## src/rtl/issue_pkg.sv

```systemverilog
// ~~~~~~~~~~~~~~~~~~~~~~~~~~~~~~~~~~~~~~~~~~~~~~~~~~
// issue stage shared types
// ~~~~~~~~~~~~~~~~~~~~~~~~~~~~~~~~~~~~~~~~~~~~~~~~~~
package issue_pkg;

    // one table row per functional unit
    localparam int NUM_FU = 5;

    // register index width, 32 architectural registers
    localparam int REG_W  = 5;

    // dependency tag: 0 is no dependency, k+1 waits on unit k
    localparam int TAG_W  = 3;

    // issue packet field widths
    localparam int FU_W   = 3;
    localparam int ST_W   = 2;
    localparam int OP_W   = 4;
    localparam int IMM_W  = 16;

    // unit encoding matches the row index
    typedef enum logic [FU_W-1:0] {
        FU_ALU    = 3'd0,
        FU_LDST   = 3'd1,
        FU_BRANCH = 3'd2,
        FU_MLS    = 3'd3,
        FU_GEMM   = 3'd4
    } fu_e;

    // row life cycle
    typedef enum logic [ST_W-1:0] {
        FUST_EMPTY = 2'd0,
        FUST_WAIT  = 2'd1,
        FUST_RDY   = 2'd2,
        FUST_EX    = 2'd3
    } fust_state_e;

    typedef enum logic [OP_W-1:0] {
        OP_ADD  = 4'd0,
        OP_SUB  = 4'd1,
        OP_AND  = 4'd2,
        OP_OR   = 4'd3,
        OP_LD   = 4'd4,
        OP_ST   = 4'd5,
        OP_BEQ  = 4'd6,
        OP_MLD  = 4'd7,
        OP_GEMM = 4'd8
    } op_e;

endpackage
```

## src/rtl/fust_if.sv

```systemverilog
// ~~~~~~~~~~~~~~~~~~~~~~~~~~~~~~~~~~~~~~~~~~~~~~~~~~
// status table interface
// ~~~~~~~~~~~~~~~~~~~~~~~~~~~~~~~~~~~~~~~~~~~~~~~~~~
`timescale 1ns/1ns

interface fust_if #(parameter int AGE_W = 3);

    // per-row control
    issue_pkg::fust_state_e [issue_pkg::NUM_FU-1:0] state;
    logic [issue_pkg::NUM_FU-1:0]                   tags_clear;
    logic [issue_pkg::NUM_FU-1:0][AGE_W-1:0]        age;

    // chosen row, one-hot plus its unit code
    logic [issue_pkg::NUM_FU-1:0] issue_row;
    issue_pkg::fu_e               issue_fu;

    // row contents
    issue_pkg::op_e [issue_pkg::NUM_FU-1:0]                 op;
    logic [issue_pkg::NUM_FU-1:0][issue_pkg::REG_W-1:0]     rd, rs1, rs2;
    logic [issue_pkg::NUM_FU-1:0][issue_pkg::IMM_W-1:0]     imm;
    logic [issue_pkg::NUM_FU-1:0]                           imm_sel;

    modport tbl    (output tags_clear, op, rd, rs1, rs2, imm, imm_sel);
    modport fsm    (input tags_clear, age, output state, issue_row, issue_fu);
    modport ages   (input state, output age);
    modport select (input issue_row, issue_fu, op, rd, rs1, rs2, imm, imm_sel);

endinterface

```

## src/rtl/issue_stage.sv

```systemverilog
// ~~~~~~~~~~~~~~~~~~~~~~~~~~~~~~~~~~~~~~~~~~~~~~~~~~
// issue stage top
// ~~~~~~~~~~~~~~~~~~~~~~~~~~~~~~~~~~~~~~~~~~~~~~~~~~
`timescale 1ns/1ns

module issue_stage #(
    parameter int DATA_W = 32,
    parameter int AGE_W  = 3
) (
    input  logic                         CLK,
    input  logic                         nRST,
    // dispatch side
    input  logic                         disp_valid,
    input  issue_pkg::fu_e               disp_fu,
    input  issue_pkg::op_e               disp_op,
    input  logic [issue_pkg::REG_W-1:0]  disp_rd,
    input  logic [issue_pkg::REG_W-1:0]  disp_rs1,
    input  logic [issue_pkg::REG_W-1:0]  disp_rs2,
    input  logic [issue_pkg::IMM_W-1:0]  disp_imm,
    input  logic                         disp_imm_sel,
    input  logic [issue_pkg::TAG_W-1:0]  disp_t1,
    input  logic [issue_pkg::TAG_W-1:0]  disp_t2,
    output logic [issue_pkg::NUM_FU-1:0] credit_return,
    // completion and write-back
    input  logic [issue_pkg::NUM_FU-1:0] fu_done,
    input  logic                         wb_en,
    input  logic [issue_pkg::REG_W-1:0]  wb_sel,
    input  logic [DATA_W-1:0]            wb_data,
    input  logic                         branch_miss,
    input  logic                         halt_req,
    // issue side
    output logic                         iss_valid,
    output issue_pkg::fu_e               iss_fu,
    output issue_pkg::op_e               iss_op,
    output logic [issue_pkg::REG_W-1:0]  iss_rd,
    output logic [DATA_W-1:0]            iss_rdat1,
    output logic [DATA_W-1:0]            iss_rdat2,
    output logic                         halt
);

    logic [issue_pkg::REG_W-1:0] rsel1, rsel2;
    logic [DATA_W-1:0]           rdat1, rdat2;
    logic                        disp_ok;
    logic                        halt_q;
    logic                        all_empty;

    fust_if #(.AGE_W(AGE_W)) fu_if ();

    // flush wins over a dispatch in the same cycle
    assign disp_ok = disp_valid && !branch_miss;

    fust_table fust_table_inst (
        .CLK, .nRST, .disp_valid, .disp_fu, .disp_op, .disp_rd, .disp_rs1, .disp_rs2,
        .disp_imm, .disp_imm_sel, .disp_t1, .disp_t2, .fu_done, .branch_miss,
        .fu_if(fu_if.tbl)
    );

    fust_fsm #(.AGE_W(AGE_W)) fust_fsm_inst (
        .CLK, .nRST, .disp_valid, .disp_fu, .fu_done, .branch_miss, .credit_return,
        .fu_if(fu_if.fsm)
    );

    age_tracker #(.AGE_W(AGE_W)) age_tracker_inst (
        .CLK, .nRST, .disp_valid(disp_ok), .disp_fu, .fu_if(fu_if.ages)
    );

    issue_select #(.DATA_W(DATA_W)) issue_select_inst (
        .CLK, .nRST, .fu_if(fu_if.select), .rsel1, .rsel2, .rdat1, .rdat2,
        .iss_valid, .iss_fu, .iss_op, .iss_rd, .iss_rdat1, .iss_rdat2
    );

    regfile #(.DATA_W(DATA_W)) regfile_inst (
        .CLK, .nRST, .wb_en, .wb_sel, .wb_data, .rsel1, .rsel2, .rdat1, .rdat2
    );

    // sticky halt request
    always_ff @(posedge CLK, negedge nRST) begin : halt_latch
        if (!nRST)
            halt_q <= 1'b0;
        else
            halt_q <= halt_q || halt_req;
    end

    always_comb begin : drain_check
        all_empty = 1'b1;
        for (int i = 0; i < issue_pkg::NUM_FU; i++)
            if (fu_if.state[i] != issue_pkg::FUST_EMPTY)
                all_empty = 1'b0;
    end

    // halt only once every row has drained
    assign halt = halt_q && all_empty;

endmodule

```

## src/rtl/regfile.sv

```systemverilog
// ~~~~~~~~~~~~~~~~~~~~~~~~~~~~~~~~~~~~~~~~~~~~~~~~~~
// register file
// ~~~~~~~~~~~~~~~~~~~~~~~~~~~~~~~~~~~~~~~~~~~~~~~~~~
`timescale 1ns/1ns

module regfile #(
    parameter int DATA_W = 32
) (
    input  logic                        CLK,
    input  logic                        nRST,
    input  logic                        wb_en,
    input  logic [issue_pkg::REG_W-1:0] wb_sel,
    input  logic [DATA_W-1:0]           wb_data,
    input  logic [issue_pkg::REG_W-1:0] rsel1,
    input  logic [issue_pkg::REG_W-1:0] rsel2,
    output logic [DATA_W-1:0]           rdat1,
    output logic [DATA_W-1:0]           rdat2
);

    logic [DATA_W-1:0] regs [2**issue_pkg::REG_W];

    // r0 is hardwired, a matching write is forwarded to the reader
    function automatic logic [DATA_W-1:0] read_port(input logic [issue_pkg::REG_W-1:0] sel);
        if (sel == '0)
            return '0;
        if (wb_en && wb_sel == sel)
            return wb_data;
        return regs[sel];
    endfunction

    always_ff @(posedge CLK, negedge nRST) begin : reg_write
        if (!nRST) begin
            for (int i = 0; i < 2**issue_pkg::REG_W; i++)
                regs[i] <= '0;
        end else if (wb_en && wb_sel != '0) begin
            regs[wb_sel] <= wb_data;
        end
    end

    always_comb rdat1 = read_port(rsel1);
    always_comb rdat2 = read_port(rsel2);

endmodule

```

## src/rtl/issue_select.sv

```systemverilog
// ~~~~~~~~~~~~~~~~~~~~~~~~~~~~~~~~~~~~~~~~~~~~~~~~~~
// issue packet register
// ~~~~~~~~~~~~~~~~~~~~~~~~~~~~~~~~~~~~~~~~~~~~~~~~~~
`timescale 1ns/1ns

module issue_select #(
    parameter int DATA_W = 32
) (
    input  logic                        CLK,
    input  logic                        nRST,
    fust_if.select                      fu_if,
    output logic [issue_pkg::REG_W-1:0] rsel1,
    output logic [issue_pkg::REG_W-1:0] rsel2,
    input  logic [DATA_W-1:0]           rdat1,
    input  logic [DATA_W-1:0]           rdat2,
    output logic                        iss_valid,
    output issue_pkg::fu_e              iss_fu,
    output issue_pkg::op_e              iss_op,
    output logic [issue_pkg::REG_W-1:0] iss_rd,
    output logic [DATA_W-1:0]           iss_rdat1,
    output logic [DATA_W-1:0]           iss_rdat2
);

    logic                       issue_any;
    logic [issue_pkg::IMM_W-1:0] imm;
    logic [DATA_W-1:0]          imm_ext;
    logic [DATA_W-1:0]          operand2;

    assign issue_any = |fu_if.issue_row;

    // source registers of the chosen row go straight to the read ports
    assign rsel1 = fu_if.rs1[fu_if.issue_fu];
    assign rsel2 = fu_if.rs2[fu_if.issue_fu];

    // immediate is sign extended to a full word
    assign imm      = fu_if.imm[fu_if.issue_fu];
    assign imm_ext  = {{(DATA_W - issue_pkg::IMM_W){imm[issue_pkg::IMM_W-1]}}, imm};
    assign operand2 = fu_if.imm_sel[fu_if.issue_fu] ? imm_ext : rdat2;

    always_ff @(posedge CLK, negedge nRST) begin : valid_reg
        if (!nRST)
            iss_valid <= 1'b0;
        else
            iss_valid <= issue_any;
    end

    // payload only loads when a row is picked
    always_ff @(posedge CLK) begin : packet_reg
        if (issue_any) begin
            iss_fu    <= fu_if.issue_fu;
            iss_op    <= fu_if.op[fu_if.issue_fu];
            iss_rd    <= fu_if.rd[fu_if.issue_fu];
            iss_rdat1 <= rdat1;
            iss_rdat2 <= operand2;
        end
    end

endmodule

```

## src/rtl/age_tracker.sv

```systemverilog
// ~~~~~~~~~~~~~~~~~~~~~~~~~~~~~~~~~~~~~~~~~~~~~~~~~~
// row age counters
// ~~~~~~~~~~~~~~~~~~~~~~~~~~~~~~~~~~~~~~~~~~~~~~~~~~
`timescale 1ns/1ns

module age_tracker #(
    parameter int AGE_W = 3
) (
    input  logic           CLK,
    input  logic           nRST,
    input  logic           disp_valid,
    input  issue_pkg::fu_e disp_fu,
    fust_if.ages           fu_if
);

    localparam logic [AGE_W-1:0] AGE_MAX = '1;

    logic [issue_pkg::NUM_FU-1:0][AGE_W-1:0] age_q, age_n;

    always_comb begin : age_next
        for (int i = 0; i < issue_pkg::NUM_FU; i++) begin
            case (fu_if.state[i])
                // fresh entry starts at 1
                issue_pkg::FUST_EMPTY:
                    age_n[i] = (disp_valid && int'(disp_fu) == i) ? AGE_W'(1) : '0;
                // waiting rows grow older with every newer dispatch, saturating
                issue_pkg::FUST_WAIT, issue_pkg::FUST_RDY:
                    age_n[i] = (disp_valid && age_q[i] != AGE_MAX) ?
                               age_q[i] + AGE_W'(1) : age_q[i];
                default:
                    age_n[i] = '0;
            endcase
        end
    end

    always_ff @(posedge CLK, negedge nRST) begin : age_reg
        if (!nRST)
            age_q <= '0;
        else
            age_q <= age_n;
    end

    // only waiting rows show an age, so a flushed row reads 0 right away
    always_comb begin : age_out
        for (int i = 0; i < issue_pkg::NUM_FU; i++)
            fu_if.age[i] = (fu_if.state[i] == issue_pkg::FUST_WAIT ||
                            fu_if.state[i] == issue_pkg::FUST_RDY) ? age_q[i] : '0;
    end

endmodule

```

## src/rtl/fust_fsm.sv

```systemverilog
// ~~~~~~~~~~~~~~~~~~~~~~~~~~~~~~~~~~~~~~~~~~~~~~~~~~
// row state machine and issue policy
// ~~~~~~~~~~~~~~~~~~~~~~~~~~~~~~~~~~~~~~~~~~~~~~~~~~
`timescale 1ns/1ns

module fust_fsm #(
    parameter int AGE_W = 3
) (
    input  logic                         CLK,
    input  logic                         nRST,
    input  logic                         disp_valid,
    input  issue_pkg::fu_e               disp_fu,
    input  logic [issue_pkg::NUM_FU-1:0] fu_done,
    input  logic                         branch_miss,
    output logic [issue_pkg::NUM_FU-1:0] credit_return,
    fust_if.fsm                          fu_if
);

    issue_pkg::fust_state_e [issue_pkg::NUM_FU-1:0] state_n;

    // oldest ready row wins, strict compare keeps the lowest index on a tie
    always_comb begin : oldest_ready
        logic                       found;
        logic [AGE_W-1:0]           best_age;
        logic [issue_pkg::FU_W-1:0] best;
        found    = 1'b0;
        best_age = '0;
        best     = '0;
        for (int i = 0; i < issue_pkg::NUM_FU; i++) begin
            if (fu_if.state[i] == issue_pkg::FUST_RDY && (!found || fu_if.age[i] > best_age)) begin
                found    = 1'b1;
                best_age = fu_if.age[i];
                best     = issue_pkg::FU_W'(i);
            end
        end
        fu_if.issue_row = '0;
        fu_if.issue_fu  = issue_pkg::fu_e'(best);
        // nothing issues out of a row that is being flushed
        if (found && !branch_miss)
            fu_if.issue_row[best] = 1'b1;
    end

    always_comb begin : next_state
        for (int i = 0; i < issue_pkg::NUM_FU; i++) begin
            state_n[i] = fu_if.state[i];
            if (branch_miss)
                state_n[i] = issue_pkg::FUST_EMPTY;
            else begin
                case (fu_if.state[i])
                    issue_pkg::FUST_EMPTY:
                        if (disp_valid && int'(disp_fu) == i)
                            state_n[i] = issue_pkg::FUST_WAIT;
                    issue_pkg::FUST_WAIT:
                        if (fu_if.tags_clear[i])
                            state_n[i] = issue_pkg::FUST_RDY;
                    issue_pkg::FUST_RDY:
                        if (fu_if.issue_row[i])
                            state_n[i] = issue_pkg::FUST_EX;
                    default:
                        // EX holds the row and its credit until the unit finishes
                        if (fu_done[i])
                            state_n[i] = issue_pkg::FUST_EMPTY;
                endcase
            end
        end
    end

    always_ff @(posedge CLK, negedge nRST) begin : state_reg
        if (!nRST) begin
            fu_if.state   <= {issue_pkg::NUM_FU{issue_pkg::FUST_EMPTY}};
            credit_return <= '0;
        end else begin
            fu_if.state <= state_n;
            // one credit per occupied row that empties
            for (int i = 0; i < issue_pkg::NUM_FU; i++)
                credit_return[i] <= (fu_if.state[i] != issue_pkg::FUST_EMPTY) &&
                                    (state_n[i] == issue_pkg::FUST_EMPTY);
        end
    end

endmodule

```

## src/rtl/fust_table.sv

```systemverilog
// ~~~~~~~~~~~~~~~~~~~~~~~~~~~~~~~~~~~~~~~~~~~~~~~~~~
// status table rows
// ~~~~~~~~~~~~~~~~~~~~~~~~~~~~~~~~~~~~~~~~~~~~~~~~~~
`timescale 1ns/1ns

module fust_table (
    input  logic                                    CLK,
    input  logic                                    nRST,
    input  logic                                    disp_valid,
    input  issue_pkg::fu_e                          disp_fu,
    input  issue_pkg::op_e                          disp_op,
    input  logic [issue_pkg::REG_W-1:0]             disp_rd,
    input  logic [issue_pkg::REG_W-1:0]             disp_rs1,
    input  logic [issue_pkg::REG_W-1:0]             disp_rs2,
    input  logic [issue_pkg::IMM_W-1:0]             disp_imm,
    input  logic                                    disp_imm_sel,
    input  logic [issue_pkg::TAG_W-1:0]             disp_t1,
    input  logic [issue_pkg::TAG_W-1:0]             disp_t2,
    input  logic [issue_pkg::NUM_FU-1:0]            fu_done,
    input  logic                                    branch_miss,
    fust_if.tbl                                     fu_if
);

    logic [issue_pkg::NUM_FU-1:0][issue_pkg::TAG_W-1:0] t1, t2;

    // drop a tag whose producer finishes this cycle
    function automatic logic [issue_pkg::TAG_W-1:0] clear_done(
        input logic [issue_pkg::TAG_W-1:0]  tag,
        input logic [issue_pkg::NUM_FU-1:0] done
    );
        logic [issue_pkg::TAG_W-1:0] res;
        res = tag;
        for (int k = 0; k < issue_pkg::NUM_FU; k++) begin
            if (done[k] && tag == issue_pkg::TAG_W'(k + 1))
                res = '0;
        end
        return res;
    endfunction

    // instruction fields, a dispatch during a flush is dropped
    always_ff @(posedge CLK) begin : row_write
        if (disp_valid && !branch_miss) begin
            fu_if.op[disp_fu]      <= disp_op;
            fu_if.rd[disp_fu]      <= disp_rd;
            fu_if.rs1[disp_fu]     <= disp_rs1;
            fu_if.rs2[disp_fu]     <= disp_rs2;
            fu_if.imm[disp_fu]     <= disp_imm;
            fu_if.imm_sel[disp_fu] <= disp_imm_sel;
        end
    end

    always_ff @(posedge CLK, negedge nRST) begin : tag_update
        if (!nRST) begin
            t1 <= '0;
            t2 <= '0;
        end else if (branch_miss) begin
            t1 <= '0;
            t2 <= '0;
        end else begin
            for (int i = 0; i < issue_pkg::NUM_FU; i++) begin
                t1[i] <= clear_done(t1[i], fu_done);
                t2[i] <= clear_done(t2[i], fu_done);
            end
            // incoming tags see the same done pulses, else they would never clear
            if (disp_valid) begin
                t1[disp_fu] <= clear_done(disp_t1, fu_done);
                t2[disp_fu] <= clear_done(disp_t2, fu_done);
            end
        end
    end

    always_comb begin : ready_bits
        for (int i = 0; i < issue_pkg::NUM_FU; i++)
            fu_if.tags_clear[i] = (t1[i] == '0) && (t2[i] == '0);
    end

endmodule

```

## config.mk

```make
export PLATFORM = sky130hd
export DESIGN_NAME = issue_stage
export DESIGN_NICKNAME = d
export VERILOG_FILES = /design/src/rtl/issue_pkg.sv /design/src/rtl/fust_if.sv /design/src/rtl/issue_stage.sv /design/src/rtl/regfile.sv /design/src/rtl/issue_select.sv /design/src/rtl/age_tracker.sv /design/src/rtl/fust_fsm.sv /design/src/rtl/fust_table.sv
export SDC_FILE = /design/constraint.sdc
export NUM_CORES = 2
export LEC_CHECK = 0
export BUFFER_PORTS_ARGS = -buffer_cell sky130_fd_sc_hd__buf_2
export CELL_PAD_IN_SITES_DETAIL_PLACEMENT = 0
export CELL_PAD_IN_SITES_GLOBAL_PLACEMENT = 2
export CORE_ASPECT_RATIO = 0.8
export CORE_MARGIN = 1
export CORE_UTILIZATION = 42
export DETAILED_ROUTE_END_ITERATION = 6
export GPL_ROUTABILITY_DRIVEN = 0
export GPL_TIMING_DRIVEN = 0
export PLACE_DENSITY = 0.79
export SLEW_MARGIN = 25
export SYNTH_ARGS = -nofsm -noshare
export SYNTH_HDL_FRONTEND = slang
export SYNTH_HIERARCHICAL = 1
export SYNTH_SLANG_ARGS = --single-unit
```

## constraint.sdc

```tcl
create_clock -name CLK -period 7.9 [get_ports CLK]
set_input_delay 0 -clock CLK [delete_from_list [all_inputs] [get_ports CLK]]
set_output_delay 0 -clock CLK [all_outputs]
set_load 0.005 [all_outputs]
```

### After elaboration in Yosys (flattened, before gate mapping)

Cells that the tools add are included.

* $lt $le $gt $ge: 12
* reduce and logical (&&, ||, !) cells: 148
* bitwise gates (word level): 3
* equality and inequality tests: 86
* muxes and demuxes: 203
* $add $sub $neg: 5

Operators with widths (number)
* 1024-bit bitwise mux: 1
* 32-bit 2-to-1 mux: 14
* 32-bit binary-select mux with 5-bit select: 2
* 3-bit 2-to-1 mux: 90
* 32-bit demux with 5-bit select: 1
* 1-bit logical AND: 98
* 3-bit == test, second input constant: 27
* 80-bit bitwise mux: 1
* 25-bit bitwise mux: 3
* 3-bit by 2-bit == test with 1-bit output, second input constant: 25
* 15-bit 2-to-1 mux: 4
* 2-bit 2-to-1 mux: 27
* 16-bit binary-select mux with 3-bit select: 1
* 16-bit demux with 3-bit select: 1
* 5-bit binary-select mux with 3-bit select: 3
* 3-bit by 1-bit == test with 1-bit output, second input constant: 12
* 3-bit logical NOT: 11
* 16-bit 2-to-1 mux: 2
* 15-bit bitwise mux: 2
* 2-bit one-hot mux with 3 select lines: 5
* 3-bit one-hot mux with 2 select lines: 5
* 1-bit 2-to-1 mux: 25
* 5-bit 2-to-1 mux: 5
* 20-bit bitwise mux: 1
* other kinds (28): 91

* flip-flop bits (word level): 1342

### Longest topological paths before layout

* word-level depth: 30
* mapped depth: 44
* depth with buffers taken out: 37

### By module

The synthesis kept the hierarchy.

By module, submodules not included
* regfile: cells each 3920, instances 1, area an instance 55988.7 µm²
* fust_table: cells each 361, instances 1, area an instance 7211.9 µm²
* issue_select: cells each 328, instances 1, area an instance 4227.8 µm²
* fust_fsm: cells each 161, instances 1, area an instance 1336.3 µm²
* age_tracker: cells each 129, instances 1, area an instance 1207.4 µm²
* issue_stage: cells each 7, instances 1, area an instance 63.8 µm²

### Worst setup path after synthesis

No wires, ideal clock.

* kind: reg-to-reg
* start point: register fust_fsm_inst.fu_if.state[0]
* end point: register issue_select_inst.iss_rdat2[13], data pin
* stages on the path, launching flop included: 39
* library setup time: 0.260 ns
* path slack: -0.523 ns
* arrival time: 8.163 ns
* period minus slack after synthesis: 8.423 ns
* required time: 7.640 ns
* buffers on the path: 6
* cell sequence: dfrtp_1 > inv_1 > ha_1 > and2_1 > and2_1 > ha_1 > and3_1 > a211o_4 > a311oi_2 > ha_1 > and3b_1 > o21ai_1 > a21oi_1 > a211oi_1 > a21oi_1 > ha_1 > nand3_1 > o211ai_1 > (+3 left out) > o22ai_1 > ha_1 > and3_1 > or4_1 > o31ai_1 > a21oi_1 > buf_2 > buf_2 > mux2i_1 > o22ai_1 > buf_6 > buf_6 > buf_6 > mux4_2 > a22oi_1 > a21oi_1 > a211o_1 > mux2_4

RTL lines
* start, declared: RTL line fust_if.sv:24 `modport fsm (input tags_clear, age, output state, issue_row, issue_fu);`
* start signal, assigned: RTL line fust_fsm.sv:70 `fu_if.state <= {issue_pkg::NUM_FU{issue_pkg::FUST_EMPTY}};`
* start signal, assigned: RTL line fust_fsm.sv:73 `fu_if.state <= state_n;`
* end signal, assigned: RTL line issue_select.sv:54 `iss_rdat2 <= operand2;`
* end, declared: RTL line issue_select.sv:21 `output logic [DATA_W-1:0] iss_rdat2`

==> summary.txt <==
STA
  • Period Utilization, post-route: 1.16
  • Final hold violations: 0
  • Setup TNS Final: -59,340 ps
  • Max Clk Rate: 0.110 GHz
  • Hold WS: 61.1 ps
  • Max_slew headroom: 0.188
  • Final setup margin: -1230 ps
  • Final setup violating endpoints: 64
  • Final critical path time including I/O delays and setup: 9130 ps
  • Clk_skew: 55.7 ps
  • Final Max Tran Viols: 0
  • RSZ-0062 raised after global routing: yes
  • Actual transition at the worst max-transition pin: 1220 ps

CTS
  • H-Tree Depth: 4
  • Skew-Pair Late Insertion Delay: 840 ps
  • CTS max path bufs: 3
  • CTS tree: yes
  • CTS Buf Count: 146
  • Clock transition at path regs: 50 ps
  • Clk sink count: 1,342
  • Root Driver: clkbuf_16

Yosys
  • Area leader, netlist: dfrtp_1
  • Top_reg_cell synth: dfrtp_1
  • Post-synth EDFFs: 256
  • Share of the synthesized area in the top cell type: 0.388
  • Post-Syn Instances: 4,906
  • Seq cells post-synth: 1,342
  • Avg Inst Size Synth: 14.3 um^2
  • Most common cell in the synthesized netlist: mux2_2
  • FFs w/ async S/R, synth: 0.809
  • Register area share after synthesis: 0.498
  • Post-Syn Nets: 5,031
  • Netlist cell types: 90
  • Ranking of synthesized cells by area: dfrtp_1 (39%), mux2_2 (18%), mux4_2 (12%)
  • Mapped Area: 70,000 um^2
  • Synth warn: 6
  • Top post-synthesis cells by count: mux2_2 (1,122), dfrtp_1 (1,086), mux4_2 (366), mux2i_1 (346), edfxtp_1 (256)

Pwr
  • Sequential power share: 0.257
  • Clk network pwr share: 0.193
  • Internal power: 20.4 mW
  • PwrDens: 396 nW/um^2
  • Combinational share of power: 0.550
  • Static Leak: 37.6 nW
  • Reported net switching power: 15.5 mW
  • Final Power: 35.9 mW
  • Switching part of the total: 0.431
  • Peak supply drop: 0.288 mV

Die
  • IO Count: 176
  • Die height: 367 um
  • Die ar.: 168,000 um^2
  • Initial Utilization: 0.425
  • Die X-Extent: 459 um
  • Core area: 165,000 um^2
  • Row cnt: 133

Layout
  • Area taken by multi-input logic gates: 36,000 um^2
  • P&R area growth vs syn: 29.5%
  • Final #Nets: 5,882
  • Biggest regs: regfile_inst/regs: 1024 flops, fust_table_inst/fu_if.imm: 80 flops
  • Fin cells: 8,113
  • FILL cells: 13,279
  • Register Area: 34,900 um^2
  • Layout cells sized above 1: 0.531
  • Max FFs per register: 1,024
  • Finished Core Util: 0.550
  • Top reg by flops: regfile_inst/regs
  • Fin area: 90,700 um^2

Setup path
  • Worst path required time: 8440 ps
  • CP dominant cell by count: buf_12
  • CP top delay family: compound AO/OA/AOI/OAI gates
  • Worst EP arrival: 9660 ps
  • Crit path max fanout: 6
  • Critical Path End: issue_select_inst/iss_rdat1[16]
  • R2R depth: 40
  • Reg-to-reg startpoint: fust_fsm_inst/fu_if.state[0]
  • Worst-path cell with the longest stage delay: a2111oi_4
  • Crit path from: fust_fsm_inst/fu_if.state[0]
  • Worst setup SP type: register
  • R2r endpoint: issue_select_inst/iss_rdat1[16]
  • CP max stage delay: 690 ps
  • R2R Setup Slk: -1230 ps
  • CP Depth: 40
  • Kind of critical path: reg2reg
  • Crit. End Element: register
  • WP buf/inv: 9

GRT
  • Largest net degree at the start of global routing: 131
  • Initial antenna violation count: 29
  • Total grt overflow: 0
  • First-pass GRT wire length: 447,000 um
  • Vias in the first global route: 51,850
  • GR Util All Layers: 0.393

Place
  • Detailed placement HPWL: 225,000 um
  • Buffers added on ports: 170
  • Place WS: -4070 ps
  • Dpl cell area: 74,700 um^2
  • Inst Count DP: 7,336

Route
  • Post-Route WL: 338,000 um
  • Average vias per placed instance: 6.79
  • WL/cell: 41.7 um
  • Initial DRT Pass Iterations: 7
  • DR vias: 55,099
  • Final ANT Viol Nets: 0
  • Initial DRC Count: 8,779
  • Drc violations: 15

Status
  • Status: finished with violations
  • Failing checks: design-rule violations, negative setup slack

Worst hold path
  • Hold_sp: fu_done[0]
  • Min-delay worst type: in2reg

Run
  • Max Cap Violations: 0
## layout make-up
cell class                 count  area share
antenna                       20    0.000552
timing repair buffer         717      0.0792
inverter                      58     0.00255
tap                         2227      0.0307
clock buffer                 211      0.0463
sequential                  1342       0.384
buffer                       464      0.0532
clock inverter                46     0.00614
multi-input combinational   3028       0.397
## cell usage in the layout, fill, tap and decap left out, types with 20 or more instances in the layout
cell type	count
o22ai_4	41
buf_4	257
mux2_4	23
mux2_2	1112
o21ai_0	50
ha_1	27
buf_8	26
mux2i_4	43
buf_6	78
o22ai_2	31
nor2_1	115
nor3_1	41
mux2i_2	33
a22oi_1	25
a211oi_2	24
buf_2	257
a221o_1	20
nand2_1	79
mux2i_1	270
clkbuf_1	170
diode_2	20
nand2b_1	25
dfrtp_1	1082
mux4_2	366
a221oi_2	25
a21oi_1	48
nor3_2	58
buf_1	26
a221oi_1	23
inv_1	42
buf_16	73
edfxtp_1	256
clkbuf_8	50
nor2b_1	23
o22ai_1	85
buf_12	133
dlygate4sd3_1	137
clkbuf_16	164
## worst register-to-register path: cells and delay by family, from the launching register on
family / cells / cell delay (ps)
adder cells (fa/ha/maj): 5 / 1190
multiplexers: 3 / 1120
flip-flops: 1 / 440
AO/OA/AOI/OAI: 13 / 3000
AND/OR/NAND/NOR: 10 / 1760
buffers and inverters: 9 / 1300
## kinds of logic (layout without fill, tap and decap cells)
logic type               after synthesis  count (layout)  synth area share
AND/OR/NAND/NOR                      538             538            0.0405
XOR/XNOR                              10              10           0.00125
buffers and inverters                536            1496            0.0414
other                                  0              20                 0
flip-flops                          1342            1342             0.498
multiplexers                        1848            1848             0.350
AO/OA/AOI/OAI                        600             600            0.0628
adder cells (fa/ha/maj)               32              32           0.00572
## routing by layer
metal | track usage | vias to the layer above | share of wire
met5 | 0.0578 | - | 0.0064
met4 | 0.213 | 53 | 0.066
met3 | 0.241 | 1053 | 0.17
met2 | 0.497 | 4475 | 0.38
met1 | 0.504 | 28825 | 0.37
li1 | - | 20693 | -
## how the worst min path moves through the flow
stage / end / slack (ps) / cells past startpoint
CTS: fust_fsm_inst/credit_return[0] / 7 / 4
detailed placement: fust_table_inst/t2[1] / -9 / 1
floorplan: age_tracker_inst/age_q[0] / -300 / 0
global route: fust_fsm_inst/credit_return[0] / 50 / 4
finish: fust_fsm_inst/credit_return[0] / 60 / 4
global placement: halt_q / 190 / 2
## repair_timing
action / CTS / global route
hold buffers: 138 / 0
gates resized for setup: 964 / 304
pin swaps: 114 / 136
hold endpoints to repair: 1354 / 0
endpoints found under the setup margin: 64 / 64
setup buffers: 233 / 139
cloned: 6 / 7
## power groups by stage
stage | clock [mW] | combinational (mW) | sequential, mW
2_1_floorplan | 0 | 7.29 | 8.99
3_3_place_gp | 0 | 13.3 | 9.22
3_5_place_dp | 0 | 13.5 | 9.25
4_1_cts | 6.97 | 17.2 | 9.13
5_1_grt | 7.25 | 19.4 | 9.31
6_report | 6.93 | 19.8 | 9.21
Power figures use the tool's default switching activity.
